[config.mk]
export PLATFORM = sky130hd
export DESIGN_NAME = cpu_top
export DESIGN_NICKNAME = d
export VERILOG_FILES = /design/src/source/cpu_pkg.sv /design/src/source/cpu_top.sv /design/src/source/ex_stage.sv /design/src/source/forwarding.sv /design/src/source/id_stage.sv /design/src/source/reg_file.sv
export SDC_FILE = /design/constraint.sdc
export NUM_CORES = 2
export LEC_CHECK = 0
export BUFFER_PORTS_ARGS = -buffer_cell sky130_fd_sc_hd__buf_4
export CAP_MARGIN = 20
export CORE_ASPECT_RATIO = 0.7
export CORE_MARGIN = 2
export CORE_UTILIZATION = 31
export CTS_CLUSTER_DIAMETER = 60
export DETAILED_ROUTE_END_ITERATION = 7
export PLACE_DENSITY_LB_ADDON = 0.3
export SLEW_MARGIN = 40
export SYNTH_ARGS = -nofsm -noshare
export SYNTH_HDL_FRONTEND = slang
export SYNTH_SLANG_ARGS = --single-unit
[constraint.sdc]
create_clock -name clk -period 9.06 [get_ports clk]
set_input_delay 0.906 -clock clk [delete_from_list [all_inputs] [get_ports clk]]
set_output_delay 0.906 -clock clk [all_outputs]
set_load 0.02 [all_outputs]
[src/source/cpu_pkg.sv]
// ~~~~~~~~~~~~~~~~~~~~
// rv32i integer core shared types
// opcodes, alu codes and pipeline structs
// ~~~~~~~~~~~~~~~~~~~~

package cpu_pkg;

	typedef logic [31:0] word_t;
	typedef logic [4:0]  reg_adr_t;
	typedef logic [2:0]  funct3_t;

	// major opcodes kept by this core
	localparam logic [6:0] OPC_OP    = 7'b0110011;
	localparam logic [6:0] OPC_OPIMM = 7'b0010011;
	localparam logic [6:0] OPC_LUI   = 7'b0110111;

	localparam funct3_t F3_ADD  = 3'b000; // add, sub
	localparam funct3_t F3_SLL  = 3'b001;
	localparam funct3_t F3_SLT  = 3'b010;
	localparam funct3_t F3_SLTU = 3'b011;
	localparam funct3_t F3_XOR  = 3'b100;
	localparam funct3_t F3_SR   = 3'b101; // srl, sra
	localparam funct3_t F3_OR   = 3'b110;
	localparam funct3_t F3_AND  = 3'b111;

	// decode to execute
	typedef struct packed {
		logic     valid;
		logic     wbk;      // writes rd
		logic     lui;
		logic     use_imm;
		logic     alt;      // sub or sra
		funct3_t  funct3;
		reg_adr_t rd;
		reg_adr_t rs1;
		reg_adr_t rs2;
		word_t    rs1_data;
		word_t    rs2_data;
		word_t    imm;
	} ex_cmd_t;

	// register write
	typedef struct packed {
		logic     valid;
		reg_adr_t rd;
		word_t    data;
	} wb_t;

endpackage

[src/source/cpu_top.sv]
// ~~~~~~~~~~~~~~~~~~~~
// rv32i integer core top
// decode, register file, forwarding, execute
// ~~~~~~~~~~~~~~~~~~~~

`timescale 1ns/1ps

module cpu_top import cpu_pkg::*; (
	input  logic     clk,
	input  logic     i_rst,

	input  logic     i_inst_valid,
	input  word_t    i_inst,

	output logic     o_wb_valid,
	output reg_adr_t o_wb_rd,
	output word_t    o_wb_data,

	input  reg_adr_t i_rf_radr_mon,
	output word_t    o_rf_rdata_mon
);

reg_adr_t rs1_adr;
reg_adr_t rs2_adr;
word_t    rs1_data;
word_t    rs2_data;
word_t    rs1_val;
word_t    rs2_val;
ex_cmd_t  cmd;
wb_t      wb;

id_stage i_id_stage (
	.clk          (clk),
	.i_rst        (i_rst),
	.i_inst_valid (i_inst_valid),
	.i_inst       (i_inst),
	.o_rs1_adr    (rs1_adr),
	.o_rs2_adr    (rs2_adr),
	.i_rs1_data   (rs1_data),
	.i_rs2_data   (rs2_data),
	.o_cmd        (cmd)
);

reg_file i_reg_file (
	.clk            (clk),
	.i_rst          (i_rst),
	.i_rs1_adr      (rs1_adr),
	.i_rs2_adr      (rs2_adr),
	.o_rs1_data     (rs1_data),
	.o_rs2_data     (rs2_data),
	.i_wb           (wb),
	.i_rf_radr_mon  (i_rf_radr_mon),
	.o_rf_rdata_mon (o_rf_rdata_mon)
);

forwarding i_forwarding (
	.clk       (clk),
	.i_rst     (i_rst),
	.i_cmd     (cmd),
	.i_wb      (wb),
	.o_rs1_val (rs1_val),
	.o_rs2_val (rs2_val)
);

ex_stage i_ex_stage (
	.clk       (clk),
	.i_rst     (i_rst),
	.i_cmd     (cmd),
	.i_rs1_val (rs1_val),
	.i_rs2_val (rs2_val),
	.o_wb      (wb)
);

assign o_wb_valid = wb.valid;
assign o_wb_rd    = wb.rd;
assign o_wb_data  = wb.data;

endmodule

[src/source/ex_stage.sv]
// ~~~~~~~~~~~~~~~~~~~~
// execute stage
// alu and write-back register
// ~~~~~~~~~~~~~~~~~~~~

`timescale 1ns/1ps

module ex_stage import cpu_pkg::*; (
	input  logic    clk,
	input  logic    i_rst,

	input  ex_cmd_t i_cmd,
	input  word_t   i_rs1_val,
	input  word_t   i_rs2_val,

	output wb_t     o_wb
);

word_t      op1;
word_t      op2;
logic [4:0] shamt;
word_t      alu;
word_t      result;
wb_t        wb_nxt;
wb_t        wb_q;

assign op1   = i_rs1_val;
assign op2   = i_cmd.use_imm ? i_cmd.imm : i_rs2_val;
assign shamt = op2[4:0];

always_comb begin
	case (i_cmd.funct3)
		F3_ADD: begin
			if (i_cmd.alt)
				alu = op1 - op2;
			else
				alu = op1 + op2;
		end
		F3_SLL:  alu = op1 << shamt;
		F3_SLT:  alu = {31'b0, $signed(op1) < $signed(op2)};
		F3_SLTU: alu = {31'b0, op1 < op2}; // imm already sign-extended
		F3_XOR:  alu = op1 ^ op2;
		F3_SR: begin
			if (i_cmd.alt)
				alu = $signed(op1) >>> shamt;
			else
				alu = op1 >> shamt;
		end
		F3_OR:   alu = op1 | op2;
		F3_AND:  alu = op1 & op2;
		default: alu = '0;
	endcase
end

assign result = i_cmd.lui ? i_cmd.imm : alu; // lui passes the upper imm

always_comb begin
	wb_nxt.valid = i_cmd.valid & i_cmd.wbk;
	wb_nxt.rd    = i_cmd.rd;
	wb_nxt.data  = result;
end

always_ff @(posedge clk) begin
	wb_q <= wb_nxt;
	if (i_rst)
		wb_q.valid <= 1'b0;
end

assign o_wb = wb_q;

endmodule

[src/source/forwarding.sv]
// ~~~~~~~~~~~~~~~~~~~~
// operand forwarding
// newest of current wb, older wb, register data
// ~~~~~~~~~~~~~~~~~~~~

`timescale 1ns/1ps

module forwarding import cpu_pkg::*; (
	input  logic    clk,
	input  logic    i_rst,

	input  ex_cmd_t i_cmd,
	input  wb_t     i_wb,

	output word_t   o_rs1_val,
	output word_t   o_rs2_val
);

// previous write, already in the rf but missed by the decode read
wb_t wb_old;

function automatic logic hit(wb_t w, reg_adr_t rs);
	return w.valid && (w.rd == rs) && (w.rd != '0);
endfunction

function automatic word_t pick(wb_t cur, wb_t old, reg_adr_t rs, word_t rf_data);
	word_t val;
	if (hit(cur, rs))
		val = cur.data;
	else if (hit(old, rs))
		val = old.data;
	else
		val = rf_data;
	return val;
endfunction

always_ff @(posedge clk) begin
	if (i_wb.valid)
		wb_old <= i_wb;
	if (i_rst)
		wb_old.valid <= 1'b0;
end

assign o_rs1_val = pick(i_wb, wb_old, i_cmd.rs1, i_cmd.rs1_data);
assign o_rs2_val = pick(i_wb, wb_old, i_cmd.rs2, i_cmd.rs2_data);

endmodule

[src/source/id_stage.sv]
// ~~~~~~~~~~~~~~~~~~~~
// decode stage
// classifies the word and registers the command
// ~~~~~~~~~~~~~~~~~~~~

`timescale 1ns/1ps

module id_stage import cpu_pkg::*; (
	input  logic     clk,
	input  logic     i_rst,

	input  logic     i_inst_valid,
	input  word_t    i_inst,

	output reg_adr_t o_rs1_adr,
	output reg_adr_t o_rs2_adr,
	input  word_t    i_rs1_data,
	input  word_t    i_rs2_data,

	output ex_cmd_t  o_cmd
);

logic [6:0] opcode;
funct3_t    funct3;
reg_adr_t   rd;
reg_adr_t   rs1;
reg_adr_t   rs2;
logic       is_op;
logic       is_opimm;
logic       is_lui;
logic       alt;
word_t      imm;
ex_cmd_t    cmd_nxt;
ex_cmd_t    cmd_q;

// instruction fields
assign opcode = i_inst[6:0];
assign rd     = i_inst[11:7];
assign funct3 = i_inst[14:12];
assign rs1    = i_inst[19:15];
assign rs2    = i_inst[24:20];

assign is_op    = (opcode == OPC_OP);
assign is_opimm = (opcode == OPC_OPIMM);
assign is_lui   = (opcode == OPC_LUI);

// bit 30 only matters for sub, sra and srai
assign alt = i_inst[30] & ((is_op & ((funct3 == F3_ADD) | (funct3 == F3_SR)))
	| (is_opimm & (funct3 == F3_SR)));

always_comb begin
	if (is_lui)
		imm = {i_inst[31:12], 12'b0};
	else
		imm = {{20{i_inst[31]}}, i_inst[31:20]}; // i-type, shamt in low bits
end

assign o_rs1_adr = rs1;
assign o_rs2_adr = rs2;

always_comb begin
	cmd_nxt.valid    = i_inst_valid;
	cmd_nxt.wbk      = (is_op | is_opimm | is_lui) & (rd != '0);
	cmd_nxt.lui      = is_lui;
	cmd_nxt.use_imm  = is_opimm;
	cmd_nxt.alt      = alt;
	cmd_nxt.funct3   = funct3;
	cmd_nxt.rd       = rd;
	cmd_nxt.rs1      = rs1;
	cmd_nxt.rs2      = rs2;
	cmd_nxt.rs1_data = i_rs1_data;
	cmd_nxt.rs2_data = i_rs2_data;
	cmd_nxt.imm      = imm;
end

always_ff @(posedge clk) begin
	cmd_q <= cmd_nxt;
	if (i_rst)
		cmd_q.valid <= 1'b0;
end

assign o_cmd = cmd_q;

endmodule

[src/source/reg_file.sv]
// ~~~~~~~~~~~~~~~~~~~~
// 32 x 32 register file with monitor read
// ~~~~~~~~~~~~~~~~~~~~

`timescale 1ns/1ps

module reg_file import cpu_pkg::*; (
	input  logic     clk,
	input  logic     i_rst,

	input  reg_adr_t i_rs1_adr,
	input  reg_adr_t i_rs2_adr,
	output word_t    o_rs1_data,
	output word_t    o_rs2_data,

	input  wb_t      i_wb,

	input  reg_adr_t i_rf_radr_mon,
	output word_t    o_rf_rdata_mon
);

word_t regs [32];
word_t rdata_mon;

always_ff @(posedge clk) begin
	if (i_rst) begin
		for (int i = 0; i < 32; i++)
			regs[i] <= '0;
	end else if (i_wb.valid && (i_wb.rd != '0)) begin // x0 stays zero
		regs[i_wb.rd] <= i_wb.data;
	end
end

// no write-through, forwarding covers it
assign o_rs1_data = regs[i_rs1_adr];
assign o_rs2_data = regs[i_rs2_adr];

always_ff @(posedge clk) begin
	rdata_mon <= regs[i_rf_radr_mon];
end

assign o_rf_rdata_mon = rdata_mon;

endmodule

==> flow_summary_export.csv <==
group,metric,value,unit
run_status,status,"finished, final reports clean",
floorplanning,rows,154,
yosys,synth_cell_types,98,
clocking,clock_path_buffers,4,
clocking,clk_latency,0.86,ns
clocking,postCtsResizedCells,0,
critical_path,crit_required,9.73,ns
sta,maxSlewHeadroom,33.6,%
sta,finalSetupTns,0,ns
yosys,synth_seq_cells,1251,
pwr,pwr-share-seq,38.9,%
route,drtIter0Drc,10000,
worst_hold_path,hold_start,"i_inst[13]",
pwr,p_leak,0.0311,µW
critical_path,path_cells,"or4_4 -> o21ai_4 -> buf_4 -> nor3_2 -> buf_4 -> mux2i_1 -> a211oi_1 -> a21oi_1 -> ha_1 -> nor4b_1 -> o211ai_1 -> o211ai_1 -> a41oi_1 -> a2111oi_1 -> o21a_1 -> o211ai_1 -> a31oi_1 -> mux2i_1 -> a2bb2oi_1",
critical_path,crit_start,"i_forwarding.wb_old[33]$_DFFE_PP_",
critical_path,critPathMaxFanout,38,
sta,setup_viol,0,
global_route,antenna_found_initial,38,
clocking,cts-root-buf,"clkbuf_16",
yosys,yosysMostFrequentCell,"edfxtp_1",
yosys,synthTopCellsByCount,"edfxtp_1 (1,061), and2_1 (980), mux4_2 (967), clkbuf_1 (454), nor2_1 (202)",
sta,drv_slew,0,
pwr,p_clk_share,37.1,%
global_route,grt_pass1_wl,465000,µm
worst_hold_path,hold_class,"input pin to register",
sta,rsz0062_at_grt,"false",
critical_path,crit_top_cell,"o211ai_1",
clocking,cts_max_level,4,
sta,finalCritPeriodShare,77.2,%
global_route,grt_max_degree,113,
critical_path,end_kind,"register",
yosys,synth_top_area_share,40.5,%
floorplanning,core,252000,µm²
pwr,p_int,11600,µW
yosys,synth_edf_count,1061,
clocking,clock_sinks,1251,
route,drt_pass1_iterations,8,
sta,fmax,143,MHz
sta,hold_violations,0,
floorplanning,die_h,425,µm
critical_path,crit_arrival,7.67,ns
sta,fin_crit,7.00,ns
place,place_ws,2.50,ns
clocking,cts_setup_buffers,0,
clocking,cts_tree,"built",
sta,finalClockSkew,0.0588,ns
global_route,use_met3,7.92,%
yosys,syn-cell-area,78600,µm²
sta,max_slew.worst_pin.slew,0.996,ns
finish,final_util,35.5,%
global_route,grt-busiest-layer,"met1",
clocking,cts_made_buffers,159,
place,dp_hpwl,215000,µm
route,viasPerCell,6.25,
yosys,yosysTopAreaCell,"edfxtp_1",
floorplanning,die_x,606,µm
yosys,synth_cells,5747,
place,gp_congestion,1.02,
critical_path,critPathKind,"register to register",
critical_path,slowest_stage,"a2111oi_1",
route,ant_nets,0,
place,io_buffer_count,109,
sta,worst_slack,2.06,ns
yosys,avgSynthCellArea,13.7,µm²
pwr,p_comb_share,24.0,%
global_route,met2_usage,36.9,%
finish,multi_input_area,40600,µm²
global_route,gr-usage-met1,37.7,%
clocking,ctsHoldBuffers,0,
pwr,switching_share,32.9,%
run,max-cap-violations,0,
yosys,synth.area.top_cells,"edfxtp_1 (41%), mux4_2 (28%), and2_1 (7.8%), dfxtp_1 (4.8%), clkbuf_1 (2.2%)",
clocking,path_clk_slew,0.06,ns
global_route,grt_pass1_vias,54800,
critical_path,critPathLaunchType,"register",
route,routedWlPerCell,37.2,µm
finish,regArea,35700,µm²
floorplanning,start_util,31.2,%
yosys,ys.flop_type,"edfxtp_1",
sta,hold_ws,0.182,ns
pwr,p_per_area,194,nW/µm²
floorplanning,pin_count,110,
finish,fill_cells,23900,
yosys,yosysWarnings,0,
finish,syn_to_final_growth,13.6,%
finish,drive_above_1_share,31.2,%
pwr,p_switching,5690,µW
critical_path,slowest_delay,0.83,ns
route,wl,342000,µm
global_route,grt_use_total,26.1,%
yosys,async_reset_ff_share,0,%
critical_path,reg2reg_from,"i_forwarding.wb_old[33]$_DFFE_PP_",
floorplanning,die_area,258000,µm²
yosys,ys_seq_area_share,45.4,%
pwr,ir_worst_vdd,0.161,mV
finish,layout.nets,5817,
global_route,grt-ovfl-total,0,
route,vias,57300,
route,remaining_drc_errors,0,
pwr,power.total,17300,µW
[kinds of logic (layout without fill, tap and decap cells)]
kind of cell | after synthesis | count (layout) | synth area share, %
adder cells (fa/ha/maj) | 99 | 99 | 1.59
other | 1 | 53 | 0.00477
flip-flops | 1251 | 1251 | 45.4
AO/OA/AOI/OAI | 792 | 792 | 6.85
multiplexers | 1108 | 1108 | 29.7
XOR/XNOR | 45 | 45 | 0.501
AND/OR/NAND/NOR | 1732 | 1732 | 12.4
buffers and inverters | 719 | 739 | 3.59
[state kept, by name, summed over array words and instances, names as in the netlist]
register,count
i_ex_stage.o_wb,38
i_forwarding.wb_old,38
i_id_stage.o_cmd,119
i_reg_file.o_rf_rdata_mon,32
i_reg_file.regs,1024
[placed cells by master (no fill, tap or decap), types with 41 or more instances in the layout]
cell       netlist  layout
nand2_1        144     142
edfxtp_1      1061    1061
and2_1         980     979
a21oi_1        165     165
buf_4            8     289
o211ai_1        41      41
nor2_1         202     167
a211oi_1        58      58
dfxtp_1        190     185
ha_1            97      97
o31ai_1         55      53
mux2i_1         42      42
nand4_1         54      54
mux4_2         967     967
mux2_2          99      99
o21ai_0        151     143
clkbuf_16        0     161
nor3_1         106      98
inv_1          107     106
a31oi_1         52      50
nand3_1        104     104
[worst paths after layout]
check | to | slack [ns] | cells past startpoint
hold reg to reg | i_ex_stage.o_wb[32]$_DFF_P_ | 0.46 | 0
setup reg to reg | i_ex_stage.o_wb[28]$_DFF_P_ | 2.06 | 19
setup / recovery | i_ex_stage.o_wb[28]$_DFF_P_ | 2.06 | 19
hold / removal | i_id_stage.o_cmd[112]$_DFF_P_ | 0.18 | 1
[metrics by stage]
stage | area, µm² | instances
2_1_floorplan | 78700 | 5778
6_report | 89300 | 9173
5_1_grt | 89200 | 9153
3_3_place_gp | 83400 | 8848
3_5_place_dp | 83900 | 8864
4_1_cts | 89000 | 9145
[cell type report]
type                       count  area share [%]
clock buffer                 194            4.79
tap                         3354            4.70
antenna                       21          0.0589
clock inverter                87           0.956
multi-input combinational   3808            45.5
inverter                     112           0.474
sequential                  1251            40.0
timing repair buffer         346            3.55
[power groups by stage]
stage	Clock, µW	Sequential (µW)	Combinational (µW)
2_1_floorplan	0	6850	2250
4_1_cts	6510	6730	4020
3_3_place_gp	0	6840	4000
5_1_grt	6730	6760	4280
6_report	6430	6730	4150
3_5_place_dp	0	6850	4010
[routing by layer]
layer | vias up | share of wire, % | routed length, µm
li1 | 22600 | - | -
met1 | 29700 | 41 | 138000
met2 | 4497 | 42 | 144000
met3 | 607 | 14 | 46400
met4 | 6 | 3.8 | 13000
met5 | - | 0.039 | 132
[critical path, delay by kind of cell (launching register included)]
family                     cells  cell delay [ns]
buffers and inverters          2             0.76
and+or+nand+nor                3             1.29
AOI/OAI and AO/OA             11             3.36
DFF                            1             0.45
adders and majority gates      1             0.50
muxes                          2             0.43
No activity file was read; power rests on OpenSTA's default activity.
